`src/common/coreDefs.sv`:
```
package coreDefs;

  localparam int dataWidth = 32;
  localparam int regIndexWidth = 4;
  localparam int regCount = 16;

  // ARM data-processing opcodes in encoding order
  typedef enum logic [3:0] {
    opAnd,
    opEor,
    opSub,
    opRsb,
    opAdd,
    opAdc,
    opSbc,
    opRsc,
    opTst,
    opTeq,
    opCmp,
    opCmn,
    opOrr,
    opMov,
    opBic,
    opMvn
  } aluOp;

  typedef enum logic [1:0] {
    idle,
    decode,
    execute,
    writeBack
  } seqState;

  // Instruction fields
  localparam int classHi = 27;
  localparam int classLo = 25;
  localparam int opHi = 24;
  localparam int opLo = 21;
  localparam int setFlagsBit = 20;
  localparam int rnHi = 19;
  localparam int rnLo = 16;
  localparam int rdHi = 15;
  localparam int rdLo = 12;
  localparam int rotHi = 11;
  localparam int rotLo = 8;
  localparam int immHi = 7;
  localparam int immLo = 0;

  // Data processing with rotated immediate
  localparam logic [2:0] immClass = 3'b001;

  // APB register map
  localparam logic [31:0] instrAddr = 32'h00;
  // Bit 0 busy, bit 1 illegal, bits 31:28 NZCV
  localparam logic [31:0] statusAddr = 32'h04;
  localparam logic [31:0] regBaseAddr = 32'h40;

endpackage

```
`src/alu/alu.sv`:
```
`timescale 1ns/1ps

module alu
  import coreDefs::*;
(
  input  logic [dataWidth-1:0] a,
  input  logic [dataWidth-1:0] b,
  input  aluOp                 op,
  input  logic                 carryIn,
  output logic [dataWidth-1:0] result,
  output logic [3:0]           flagsOut
);

  logic [dataWidth-1:0] addX;
  logic [dataWidth-1:0] addY;
  logic                 addCin;
  logic [dataWidth:0]   sum;
  logic                 isArith;
  logic                 carry;
  logic                 overflow;

  // Adder operands; subtraction is x + ~y + 1, so carry means no borrow
  always_comb
  begin
    addX = a;
    addY = b;
    addCin = 1'b0;
    isArith = 1'b1;
    case (op)
      opSub, opCmp:
      begin
        addY = ~b;
        addCin = 1'b1;
      end
      opRsb:
      begin
        addX = b;
        addY = ~a;
        addCin = 1'b1;
      end
      opAdd, opCmn:
      begin
        addCin = 1'b0;
      end
      opAdc:
      begin
        addCin = carryIn;
      end
      opSbc:
      begin
        addY = ~b;
        addCin = carryIn;
      end
      opRsc:
      begin
        addX = b;
        addY = ~a;
        addCin = carryIn;
      end
      default:
      begin
        isArith = 1'b0;
      end
    endcase
  end

  assign sum = {1'b0, addX} + {1'b0, addY} + {{dataWidth{1'b0}}, addCin};

  always_comb
  begin
    case (op)
      opAnd, opTst: result = a & b;
      opEor, opTeq: result = a ^ b;
      opOrr:        result = a | b;
      opMov:        result = b;
      opBic:        result = a & ~b;
      opMvn:        result = ~b;
      default:      result = sum[dataWidth-1:0];
    endcase
  end

  // Signs agree going in, differ coming out
  assign overflow = (addX[dataWidth-1] == addY[dataWidth-1]) &&
                    (sum[dataWidth-1] != addX[dataWidth-1]);

  // Logical ops keep the old carry
  assign carry = isArith ? sum[dataWidth] : carryIn;

  assign flagsOut = {result[dataWidth-1], result == '0, carry, isArith & overflow};

endmodule

```
`src/registerFile/registerFile.sv`:
```
`timescale 1ns/1ps

module registerFile
  import coreDefs::*;
(
  input  logic                     clk,
  input  logic                     reset,
  input  logic                     writeEnable,
  input  logic [regIndexWidth-1:0] writeIndex,
  input  logic [regIndexWidth-1:0] readIndexN,
  input  logic [regIndexWidth-1:0] debugIndex,
  input  logic [dataWidth-1:0]     writeData,
  output logic [dataWidth-1:0]     readDataN,
  output logic [dataWidth-1:0]     debugData
);

  logic [dataWidth-1:0] regs [regCount];
  logic [regCount-1:0]  writeSelect;

  // One-hot write decode
  always_comb
  begin
    writeSelect = '0;
    if (writeEnable)
      writeSelect[writeIndex] = 1'b1;
  end

  always_ff @(posedge clk)
  begin
    for (int i = 0; i < regCount; i++)
    begin
      if (reset)
        regs[i] <= '0;
      else if (writeSelect[i])
        regs[i] <= writeData;
    end
  end

  // Operand and debug read ports
  assign readDataN = regs[readIndexN];
  assign debugData = regs[debugIndex];

endmodule

```
`src/source/apbHostPort.sv`:
```
`timescale 1ns/1ps

module apbHostPort
  import coreDefs::*;
#(
  parameter int apbAddrWidth = 8
)
(
  input  logic                     clk,
  input  logic                     reset,
  input  logic                     psel,
  input  logic                     penable,
  input  logic                     pwrite,
  input  logic [apbAddrWidth-1:0]  paddr,
  input  logic [dataWidth-1:0]     pwdata,
  input  logic                     busy,
  input  logic                     illegal,
  input  logic [3:0]               flags,
  input  logic [dataWidth-1:0]     debugData,
  output logic [dataWidth-1:0]     prdata,
  output logic                     pready,
  output logic                     pslverr,
  output logic [dataWidth-1:0]     instr,
  output logic                     start,
  output logic [regIndexWidth-1:0] debugIndex
);

  logic isInstr;
  logic isStatus;
  logic isReg;
  logic mapped;
  logic access;
  logic hold;
  logic [dataWidth-1:0] status;

  // Address decode
  assign isInstr = (paddr == apbAddrWidth'(instrAddr));
  assign isStatus = (paddr == apbAddrWidth'(statusAddr));
  assign isReg = (paddr[apbAddrWidth-1:regIndexWidth+2] ==
                  regBaseAddr[apbAddrWidth-1:regIndexWidth+2]) &&
                 (paddr[1:0] == 2'b00);
  assign mapped = isInstr || isStatus || isReg;

  assign access = psel && penable;

  // Instruction writes wait for the core to go idle
  assign hold = psel && pwrite && isInstr && busy;
  assign pready = !hold;

  // Only the instruction register is writable
  assign pslverr = access && (!mapped || (pwrite && !isInstr));

  assign start = access && pwrite && isInstr && !busy;

  always_ff @(posedge clk)
  begin
    if (reset)
      instr <= '0;
    else if (start)
      instr <= pwdata;
  end

  assign debugIndex = paddr[regIndexWidth+1:2];

  assign status = {flags, {(dataWidth-6){1'b0}}, illegal, busy};

  always_comb
  begin
    if (isStatus)
      prdata = status;
    else if (isInstr)
      prdata = instr;
    else if (isReg)
      prdata = debugData;
    else
      prdata = '0;
  end

endmodule

```
`src/source/coreTop.sv`:
```
`timescale 1ns/1ps

module coreTop
  import coreDefs::*;
#(
  parameter int apbAddrWidth = 8
)
(
  input  logic                    clk,
  input  logic                    reset,
  input  logic                    psel,
  input  logic                    penable,
  input  logic                    pwrite,
  input  logic [apbAddrWidth-1:0] paddr,
  input  logic [dataWidth-1:0]    pwdata,
  output logic [dataWidth-1:0]    prdata,
  output logic                    pready,
  output logic                    pslverr
);

  logic [dataWidth-1:0]     instr;
  logic                     start;
  logic                     busy;
  logic                     illegal;
  logic [3:0]               flags;
  logic [regIndexWidth-1:0] debugIndex;
  logic [dataWidth-1:0]     debugData;
  aluOp                     op;
  logic                     carryIn;
  logic [regIndexWidth-1:0] readIndexN;
  logic [regIndexWidth-1:0] writeIndex;
  logic                     writeEnable;
  logic [dataWidth-1:0]     rnData;
  logic [dataWidth-1:0]     operand;
  logic [dataWidth-1:0]     result;
  logic [3:0]               aluFlags;

  apbHostPort #(
    .apbAddrWidth(apbAddrWidth)
  ) hostPort0 (
    .clk(clk),
    .reset(reset),
    .psel(psel),
    .penable(penable),
    .pwrite(pwrite),
    .paddr(paddr),
    .pwdata(pwdata),
    .busy(busy),
    .illegal(illegal),
    .flags(flags),
    .debugData(debugData),
    .prdata(prdata),
    .pready(pready),
    .pslverr(pslverr),
    .instr(instr),
    .start(start),
    .debugIndex(debugIndex)
  );

  microSequencer sequencer0 (
    .clk(clk),
    .reset(reset),
    .start(start),
    .instr(instr),
    .aluFlags(aluFlags),
    .busy(busy),
    .illegal(illegal),
    .flags(flags),
    .op(op),
    .carryIn(carryIn),
    .readIndexN(readIndexN),
    .writeIndex(writeIndex),
    .writeEnable(writeEnable)
  );

  registerFile registers0 (
    .clk(clk),
    .reset(reset),
    .writeEnable(writeEnable),
    .writeIndex(writeIndex),
    .readIndexN(readIndexN),
    .debugIndex(debugIndex),
    .writeData(result),
    .readDataN(rnData),
    .debugData(debugData)
  );

  immediateRotator rotator0 (
    .imm(instr[immHi:immLo]),
    .rotate(instr[rotHi:rotLo]),
    .operand(operand)
  );

  alu alu0 (
    .a(rnData),
    .b(operand),
    .op(op),
    .carryIn(carryIn),
    .result(result),
    .flagsOut(aluFlags)
  );

endmodule

```
`src/source/immediateRotator.sv`:
```
`timescale 1ns/1ps

module immediateRotator
  import coreDefs::*;
(
  input  logic [7:0]           imm,
  input  logic [3:0]           rotate,
  output logic [dataWidth-1:0] operand
);

  logic [dataWidth-1:0]   extended;
  logic [2*dataWidth-1:0] doubled;
  logic [2*dataWidth-1:0] shifted;
  logic [4:0]             amount;

  assign extended = {{(dataWidth-8){1'b0}}, imm};

  // Rotate right by twice the field
  assign amount = {rotate, 1'b0};

  // Shifting the doubled word wraps the low bits into the top
  assign doubled = {extended, extended};
  assign shifted = doubled >> amount;

  assign operand = shifted[dataWidth-1:0];

endmodule

```
`src/source/microSequencer.sv`:
```
`timescale 1ns/1ps

module microSequencer
  import coreDefs::*;
(
  input  logic                     clk,
  input  logic                     reset,
  input  logic                     start,
  input  logic [dataWidth-1:0]     instr,
  input  logic [3:0]               aluFlags,
  output logic                     busy,
  output logic                     illegal,
  output logic [3:0]               flags,
  output aluOp                     op,
  output logic                     carryIn,
  output logic [regIndexWidth-1:0] readIndexN,
  output logic [regIndexWidth-1:0] writeIndex,
  output logic                     writeEnable
);

  seqState state;
  seqState nextState;
  logic    isTest;
  logic    flagUpdate;

  always_comb
  begin
    nextState = state;
    case (state)
      idle:
      begin
        if (start)
          nextState = decode;
      end
      decode:    nextState = execute;
      execute:   nextState = writeBack;
      writeBack: nextState = idle;
      default:   nextState = idle;
    endcase
  end

  always_ff @(posedge clk)
  begin
    if (reset)
      state <= idle;
    else
      state <= nextState;
  end

  // Class check result held until the next decode
  always_ff @(posedge clk)
  begin
    if (reset)
      illegal <= 1'b0;
    else if (state == decode)
      illegal <= (instr[classHi:classLo] != immClass);
  end

  assign op = aluOp'(instr[opHi:opLo]);
  assign isTest = op inside {opTst, opTeq, opCmp, opCmn};

  // Compare ops always set flags
  assign flagUpdate = (state == writeBack) && !illegal && (instr[setFlagsBit] || isTest);

  always_ff @(posedge clk)
  begin
    if (reset)
      flags <= 4'b0000;
    else if (flagUpdate)
      flags <= aluFlags;
  end

  assign carryIn = flags[1];
  assign readIndexN = instr[rnHi:rnLo];
  assign writeIndex = instr[rdHi:rdLo];

  // No destination write for compare ops
  assign writeEnable = (state == writeBack) && !illegal && !isTest;

  assign busy = (state != idle);

endmodule

```
`config.mk`:
```
export PLATFORM = sky130hd
export DESIGN_NAME = coreTop
export DESIGN_NICKNAME = d
export VERILOG_FILES = /design/src/common/coreDefs.sv /design/src/alu/alu.sv /design/src/registerFile/registerFile.sv /design/src/source/apbHostPort.sv /design/src/source/coreTop.sv /design/src/source/immediateRotator.sv /design/src/source/microSequencer.sv
export SDC_FILE = /design/constraint.sdc
export NUM_CORES = 1
export LEC_CHECK = 0
export BUFFER_PORTS_ARGS = -buffer_cell sky130_fd_sc_hd__buf_2
export CORE_MARGIN = 2
export CORE_UTILIZATION = 64
export CTS_CLUSTER_DIAMETER = 80
export DETAILED_ROUTE_END_ITERATION = 8
export PLACE_DENSITY = 0.86
export SYNTH_ARGS = -nofsm -noshare
export SYNTH_HDL_FRONTEND = slang
export SYNTH_HIERARCHICAL = 1
export SYNTH_SLANG_ARGS = --single-unit
```
`constraint.sdc`:
```
create_clock -name clk -period 6.6 [get_ports clk]
set_clock_uncertainty 0.05 [all_clocks]
set_input_delay 0.66 -clock clk [delete_from_list [all_inputs] [get_ports clk]]
set_output_delay 0.66 -clock clk [all_outputs]
set_load 0.01 [all_outputs]
```
Word level (Yosys, flattened, before mapping)
Memory sizes are Yosys's and may differ from the RTL's. A register that Yosys moved wholly into a read port is not among the register bits.
Index checks and enable logic that the tools add are counted.
{"block": "classes", "add_sub_neg": 2, "magnitude_cmp": 2, "n_eq_ne": 24, "n_shift": 1, "muxes": 81, "bitwise": 23, "n_reduce_logical": 40}
{"cell": "$mux 32", "n": 20}
{"cell": "$pmux 32 s6", "n": 1}
{"cell": "$and 32x32->32", "n": 2}
{"cell": "$not 32->32", "n": 2}
{"cell": "$pmux 32 s2", "n": 1}
{"cell": "$mux 1", "n": 52}
{"cell": "$shr 40x5->32", "n": 1}
{"cell": "$add 32x32->33", "n": 1}
{"cell": "$add 33x1->33", "n": 1}
{"cell": "$eq 4x4->1 const B", "n": 8}
{"cell": "$logic_not 32->1", "n": 1}
{"cell": "$or 32x32->32", "n": 1}
{"cell": "$xor 32x32->32", "n": 1}
{"cell": "$eq 4x3->1 const B", "n": 4}
{"cell": "$mux 16", "n": 1}
{"cell": "$or 1x1->1", "n": 16}
{"cell": "$logic_and 1x1->1", "n": 15}
{"cell": "$reduce_or 3->1", "n": 3}
{"cell": "$eq 4x2->1 const B", "n": 2}
{"cell": "$eq 8x3->1 const B", "n": 1}
{"cell": "$logic_not 8->1", "n": 1}
{"cell": "$mux 4", "n": 2}
{"cell": "$pmux 2 s4", "n": 1}
{"cell": "$reduce_or 8->1", "n": 1}
{"cell": "21 further kinds", "n": 34}
{"block": "word_totals", "reg_bits": 39, "ram_bits": 512, "in_bits": 45, "output_inout_bits": 34, "word_cells": 179, "mem_count": 1}
{"memory": "registers0.regs", "words": 16, "width": 32, "read_ports": 2, "rd_ports_with_merged_regs": 1, "write_ports": 16, "line": "registerFile.sv:17", "rtl": "logic [dataWidth-1:0] regs [regCount];"}

Longest topological paths before layout
Gate-level depths: netlist (run 1).
{"block": "logic_depth", "depth_word": 9, "depth_mapped": 25}

Hierarchy
The synthesis (run 1) kept the hierarchy.
{"mod": "registerFile", "n_inst": 1, "cells_per_inst": 1696, "area_per_inst_um2": 26596.8}
{"mod": "alu", "n_inst": 1, "cells_per_inst": 904, "area_per_inst_um2": 5477.8}
{"mod": "apbHostPort", "n_inst": 1, "cells_per_inst": 200, "area_per_inst_um2": 1904.3}
{"mod": "immediateRotator", "n_inst": 1, "cells_per_inst": 98, "area_per_inst_um2": 716.9}
{"mod": "microSequencer", "n_inst": 1, "cells_per_inst": 55, "area_per_inst_um2": 513.0}

Least setup slack after synthesis (run 1)
OpenSTA, ideal clock, no wires.
{"block": "synth_path", "path_kind": "reg-to-reg", "startpoint": "reg hostPort0.instr[22]", "endpoint": "reg sequencer0.flags[2]", "t_arrival_ps": 5482, "setup_slack_ps": 997, "stages_incl_launch_ff": 25, "path_buffers": 6, "path_cell_list": "dfxtp_1 buf_4 buf_2 buf_2 buf_2 buf_1 nand3_1 o21ai_1 clkbuf_1 nand2_1 o21ai_0 o21ai_0 fa_1 fa_1 a21o_1 a221o_2 a221o_1 xnor2_1 a21oi_1 a2111o_1 nor4_2 nand4_1 nor4_2 nand2b_1 mux2i_1"}
{"block": "synth_via", "elab_chain_len": 7, "elab_cells_between_ends": 31, "cone_classes": "2 x add/sub; 14 x eq/ne; 4 x mux; 11 x reduce/logical"}
{"item": "start: declaration", "line": "apbHostPort.sv:23", "rtl": "output logic [dataWidth-1:0] instr,"}
{"item": "start signal: assignment", "line": "apbHostPort.sv:60", "rtl": "instr <= pwdata;"}
{"item": "$eq 4x2->1 (tied with other cells)", "line": "alu.sv:29", "rtl": "case (op)"}
{"item": "$reduce_or 3->1 (no line) or $reduce_or 2->1 (tied branches)"}
{"item": "$pmux 32 s2 or $mux 32 (tied branches)", "line": "alu.sv:29"}
{"item": "$add 32x32->33", "line": "alu.sv:67", "rtl": "assign sum = {1'b0, addX} + {1'b0, addY} + {{dataWidth{1'b0}}, addCin};"}
{"item": "$add 33x1->33", "line": "alu.sv:67"}
{"item": "$pmux 32 s6 (*)", "line": "alu.sv:71", "rtl": "case (op)"}
{"item": "net result[12]", "line": "coreTop.sv:35", "rtl": "logic [dataWidth-1:0] result;"}
{"item": "$logic_not 32->1 (*)", "line": "alu.sv:89", "rtl": "assign flagsOut = {result[dataWidth-1], result == '0, carry, isArith & overflow};"}
{"item": "net aluFlags[2]", "line": "coreTop.sv:36", "rtl": "logic [3:0] aluFlags;"}
{"item": "end signal: assignment", "line": "microSequencer.sv:70", "rtl": "flags <= aluFlags;"}
{"item": "end: declaration", "line": "microSequencer.sv:13", "rtl": "output logic [3:0] flags,"}
Mark *: on every way through the listed nets, which the timed path passes. The rest lies on a longest branch.
A chain may end at the register's enable or synchronous reset.

==> impl_metrics.json, run 1 <==
{
  "cpPeakStageDelay_ns": 0.73,
  "hold_viol": 0,
  "dieArea_sq_um": 56900,
  "post-route-util_pct": 70.2,
  "first_pass_iters": 8,
  "grt_pass1_wl_um": 179000,
  "slowest_stage": "a2111oi_0",
  "synth_area_sq_um": 35200,
  "ir_drop_uv": 207,
  "avgSynthCellArea_sq_um": 11.9,
  "placed_area_sq_um": 36300,
  "startpoint": "hostPort0/instr[16]",
  "crit_family": "compound AO/OA/AOI/OAI gates",
  "ys.flop_type": "edfxtp_1",
  "grt_max_degree": 85,
  "min_from": "pwdata[12]",
  "area_growth_pct": 7.88,
  "wirelength_um": 125000,
  "synth-edff-count": 512,
  "end_kind": "register",
  "cap_violations": 0,
  "timing.rr.start": "hostPort0/instr[16]",
  "finalMaxSlewViolations": 0,
  "io_buffers": 78,
  "yosysTopAreaCellShare_pct": 43.7,
  "htreeDepth": 2,
  "routed_via_density": 7.65,
  "pin_count": 79,
  "synth.distinct_cells": 98,
  "ys_seq_area_share_pct": 45.9,
  "drive_gt1_share_pct": 20.2,
  "syn_nets": 3068,
  "die_h_um": 239,
  "holdWs_ns": 0.222,
  "p_per_area_nw_per_um2": 202,
  "ys_seq_elements": 551,
  "clock_sinks": 551,
  "die_x_um": 239,
  "setup_viol": 0,
  "worst_slew_pin_slew_ns": 1.47,
  "vias": 27900,
  "grt_setup_unrepaired": "no",
  "p_leak_nw": 13.6,
  "drc": 0,
  "min_period_ns": 6.27,
  "ys_warn_count": 6,
  "postCtsSetupRepairBufs": 0,
  "top_layer": "met5",
  "crit_type": "reg2reg",
  "status": "finished, final reports clean",
  "num_rows": 85,
  "grt_pass1_vias": 27900,
  "cts_root_buf": "clkbuf_16",
  "relSlewSlack_pct": 1.77,
  "arrival_ns": 6.61,
  "synth_most_common_cell": "and2_1",
  "hp-class": "in2reg",
  "syn_inst": 2953,
  "wl_met1_um": 38700,
  "cts_buffer_depth": 3,
  "core_sq_um": 54100,
  "num-fill-cells": 3478,
  "numCtsBuffers": 55,
  "ctsResizeCount": 0,
  "dp_hpwl_um": 76300,
  "crit_chain": "mux4_2, a22oi_1, nand2_1, nand2_1, o21ai_0, fa_1, fa_1, a21o_1, a221o_2, a22oi_2, a211oi_1, a2111oi_0, nor2_1, mux2i_1, nand2b_1, and2_1",
  "start_util_pct": 65.0,
  "path_clk_slew_ns": 0.07,
  "gp_congestion": 1.00,
  "dr_wl_met3_um": 20100,
  "cts_hold_buffers": 0,
  "overflow": 0,
  "track_usage_pct": 43.7,
  "yosys-top-cells-area": "edfxtp_1, mux4_2, and2_1",
  "wl_met2_um": 56300,
  "start_kind": "register",
  "antenna_found_initial": 2,
  "clk_latency_ns": 0.67,
  "fmax_mhz": 160,
  "cts_tree": "built",
  "finalNetCount": 3018,
  "cp_max_fo": 16,
  "finalPower_w": 0.00766,
  "worst_ep_required_time_ns": 6.94,
  "synthTopCellsByCount": "and2_1, edfxtp_1, mux4_2",
  "wl_per_cell_um": 34.4,
  "path_buf_inv": 0,
  "drt-initial-drc-count": 4890,
  "fin_area_sq_um": 38000,
  "ant_nets": 0,
  "yosys.area.top_type": "edfxtp_1",
  "async_flop_share_pct": 0,
  "setup_tns_ns": 0,
  "fin_crit_sh_pct": 94.9
}
==> cell type report <==
class | count | area [sq um] | share of cell area (%)
multi-input combinational | 2032 | 17700 | 46.7
sequential | 551 | 16200 | 42.6
clock buffer | 78 | 1480 | 3.90
timing repair buffer | 178 | 1190 | 3.13
tap | 696 | 871 | 2.29
inverter | 85 | 319 | 0.840
clock inverter | 22 | 214 | 0.563
antenna | 3 | 7.51 | 0.0198
==> per-stage QoR <==
stage / instances / worst slack [ns]
after floorplan: 2953 / 0.997
after global placement: 3542 / 0.730
after detailed placement: 3542 / 0.633
after CTS: 3642 / 0.576
after global routing: 3643 / 0.198
final: 3645 / 0.334
==> cell usage in the layout, fill, tap and decap left out, types with 7 or more instances in the layout <==
cell type  Yosys  final
ha_1          68     68
nor2b_1       13      9
nand2_1      208    208
buf_4         22     98
nor3_1        22     22
xor2_1        16     16
mux2_2         7      7
and3_1         8      8
nand4_1        9      9
nand3_1       18     17
mux4_2       256    256
o31ai_1       11     11
mux2i_1       56     56
nor2_1        89     73
a21oi_1       66     65
a211oi_1      12     12
clkbuf_16      0     55
a31oi_1       13     13
and2_1       526    524
clkinv_1       0     10
a22o_1        28     28
xnor2_1       24     24
nor2_4         4      7
o21bai_4       0     16
inv_1         85     85
o21ai_0      135    135
nand2b_1      90     90
a21o_1        16     16
o211ai_1       9      9
buf_2         49     76
clkbuf_1     184     21
o221ai_1       9      9
dfxtp_1       39     35
o22ai_1       21     21
a22oi_1      134    134
edfxtp_1     512    512
nor2_2         0     13
a221o_1       10     10
==> per-layer routing <==
metal / up-vias / GRT usage (%)
met4: 2 / 31.4
met2: 2833 / 66.9
met3: 727 / 15.3
li1: 11000 / -
met1: 13300 / 51.5
met5: - / 0.952
==> logic make-up (layout without fill, tap and decap cells) <==
logic type	count (synthesis)	after routing	synth area share (%)
mux	321	321	18.3
fa+ha+maj	70	70	2.53
other cells	0	3	0
compound gates	558	558	10.9
flops	551	551	45.9
buf+inv	370	363	4.58
simple gates	1043	1043	16.8
xor+xnor	40	40	0.995
==> state kept, by name, summed over array words and instances, names as in the netlist <==
signal              count
sequencer0/flags        4
sequencer0/state        2
registers0/regs       512
hostPort0/instr        32
sequencer0/illegal      1
==> path summary, 6_finish.rpt <==
check | end | slack, ns | cells past startpoint
max reg2reg | registers0/regs[14][30] | 0.33 | 16
min | hostPort0/instr[12] | 0.22 | 3
min reg2reg | hostPort0/instr[29] | 0.43 | 2
max | registers0/regs[14][30] | 0.33 | 16
==> worst min-delay path, stage by stage <==
cell and delay [ns]:
buf_2 0.10, nand2b_1 0.06, mux2i_1 0.07
==> report_power, final <==
part	leakage, nW	switching [W]	internal, W	total (W)
clock	0.810	0.00141	0.00165	0.00306
combinational	7.18	0.000363	0.000234	0.000597
sequential	5.58	0.0000745	0.00392	0.00400
total	13.6	0.00185	0.00580	0.00766
Note: power is estimated with default switching activity, not from simulation.
==> inputs of run 2 (changes only) <==
--- a/config.mk
+++ b/config.mk
@@ -8,6 +8,7 @@
 export BUFFER_PORTS_ARGS = -buffer_cell sky130_fd_sc_hd__buf_2
 export CORE_MARGIN = 2
 export CORE_UTILIZATION = 64
+export CTS_BUF_LIST = sky130_fd_sc_hd__clkbuf_8 sky130_fd_sc_hd__clkbuf_16
 export CTS_CLUSTER_DIAMETER = 80
 export DETAILED_ROUTE_END_ITERATION = 8
 export PLACE_DENSITY = 0.86
==> impl_metrics.json, run 2 (synthesized netlist as in run 1, its figures left out) <==
{
  "status": "finished, final reports clean",
  "ctsResizeCount": 0,
  "overflow": 0,
  "top_regs": "registers0/regs (512), hostPort0/instr (32), sequencer0/flags (4)",
  "cts_hold_buffers": 0,
  "hp-class": "in2reg",
  "wl_per_cell_um": 34.4,
  "ir_drop_uv": 210,
  "finalPower_w": 0.00763,
  "min_period_ns": 6.23,
  "finalNetCount": 3018,
  "antenna_found_initial": 2,
  "worst_slew_pin_slew_ns": 1.45,
  "grtUsageMet2_pct": 66.9,
  "pin_count": 79,
  "grt_busiest_layer": "met2",
  "arrival_ns": 6.57,
  "end_kind": "register",
  "crit_chain": "mux4_2, a22oi_1, nand2_1, nand2_1, o21ai_0, fa_1, fa_1, a21o_1, a221o_2, a22oi_2, a211oi_1, a2111oi_0, nor2_1, mux2i_1, nand2b_1, and2_1",
  "hold_viol": 0,
  "routed_via_density": 7.63,
  "path_clk_slew_ns": 0.07,
  "setup_viol": 0,
  "io_buffers": 78,
  "start_kind": "register",
  "drt-initial-drc-count": 5024,
  "grt_use_met3_pct": 15.3,
  "clk_latency_ns": 0.67,
  "postCtsSetupRepairBufs": 0,
  "cap_violations": 0,
  "vias": 27800,
  "grt_max_degree": 85,
  "dieArea_sq_um": 56900,
  "start_util_pct": 65.0,
  "track_usage_pct": 43.7,
  "seq_area_sq_um": 16200,
  "finalMaxSlewViolations": 0,
  "wirelength_um": 125000,
  "cts_tree": "built",
  "mostFrequentLayoutCells": "and2_1, edfxtp_1, mux4_2",
  "relSlewSlack_pct": 3.53,
  "setup_tns_ns": 0,
  "post-route-util_pct": 70.2,
  "cts_root_buf": "clkbuf_16",
  "gr-usage-met1_pct": 51.5,
  "grt_pass1_wl_um": 179000,
  "drive_gt1_share_pct": 20.2,
  "p_leak_nw": 13.7,
  "cts_buffer_depth": 3,
  "grt_pass1_vias": 27900,
  "final_common_cell": "and2_1",
  "largest_register_ffs": 512,
  "p_per_area_nw_per_um2": 201,
  "fmax_mhz": 161,
  "gp_congestion": 1.00,
  "die_x_um": 239,
  "htreeDepth": 2,
  "clock_sinks": 551,
  "first_pass_iters": 6,
  "cpPeakStageDelay_ns": 0.70,
  "grt_setup_unrepaired": "no",
  "crit_type": "reg2reg",
  "num-fill-cells": 3480,
  "fin_crit_sh_pct": 94.3,
  "area_growth_pct": 7.86,
  "ant_nets": 0,
  "die_h_um": 239,
  "num_rows": 85,
  "core_sq_um": 54100,
  "drc": 0,
  "regMostFlops": "registers0/regs",
  "multiInputGateArea_sq_um": 17700,
  "worst_ep_required_time_ns": 6.94,
  "crit_family": "compound AO/OA/AOI/OAI gates",
  "dp_hpwl_um": 76300,
  "cp_max_fo": 16,
  "path_buf_inv": 0,
  "numCtsBuffers": 55,
  "slowest_stage": "a2111oi_0"
}
run 2: cell types whose count changed in the layout (fill, tap and decap cells not counted):
cell	previous run	this run
clkbuf_1	21	0
inv_1	85	106
diode_2	3	1
run 2: layer usage:
layer  up-vias  wire length, um
met4         2            10700
met1     13300            38500
met3       768            20100
met5         -               77
met2      2770            55800
li1      11000                -
run 2: layout make-up:
| type | count | area share [%] |
|---|---|---|
| Antenna cell | 1 | 0.00659 |
| Clock buffer | 57 | 3.70 |
| Clock inverter | 43 | 0.771 |
| Inverter | 85 | 0.840 |
| Multi-Input combinational cell | 2032 | 46.7 |
| Sequential cell | 551 | 42.6 |
| Tap cell | 696 | 2.29 |
| Timing Repair Buffer | 178 | 3.13 |
run 2: worst reg2reg max path: stages (launching register included):
cell and delay, ns:
dfxtp_4 0.58, mux4_2 0.61, a22oi_1 0.24, nand2_1 0.31, nand2_1 0.13, o21ai_0 0.12, fa_1 0.48, fa_1 0.42
a21o_1 0.21, a221o_2 0.42, a22oi_2 0.27, a211oi_1 0.19, a2111oi_0 0.70, nor2_1 0.21, mux2i_1 0.25, nand2b_1 0.43
and2_1 0.33
run 2: path summary, 6_finish.rpt:
path                        endpoint                start  depth (start not counted)  slack, ns
min reg2reg      hostPort0/instr[29]  hostPort0/instr[29]                          2       0.43
max reg2reg  registers0/regs[14][30]  hostPort0/instr[16]                         16       0.37
max          registers0/regs[14][30]  hostPort0/instr[16]                         16       0.37
min              hostPort0/instr[12]           pwdata[12]                          3       0.21
run 2: per-stage QoR:
stage,cell area [sq um],setup WS [ns],std cells,hold WS (ns)
floorplan,35200,0.997,2953,0.399
global route,38000,0.198,3643,0.230
finish,38000,0.374,3643,0.215
CTS,38000,0.576,3642,0.228
detailed placement,36300,0.633,3542,0.414
global placement,36300,0.730,3542,0.410
run 2: power breakdown:
| part | leakage [nW] | switching (W) | internal [W] |
|---|---|---|---|
| combinational | 7.18 | 0.000362 | 0.000234 |
| clock | 0.898 | 0.00142 | 0.00161 |
| sequential | 5.58 | 0.0000747 | 0.00392 |
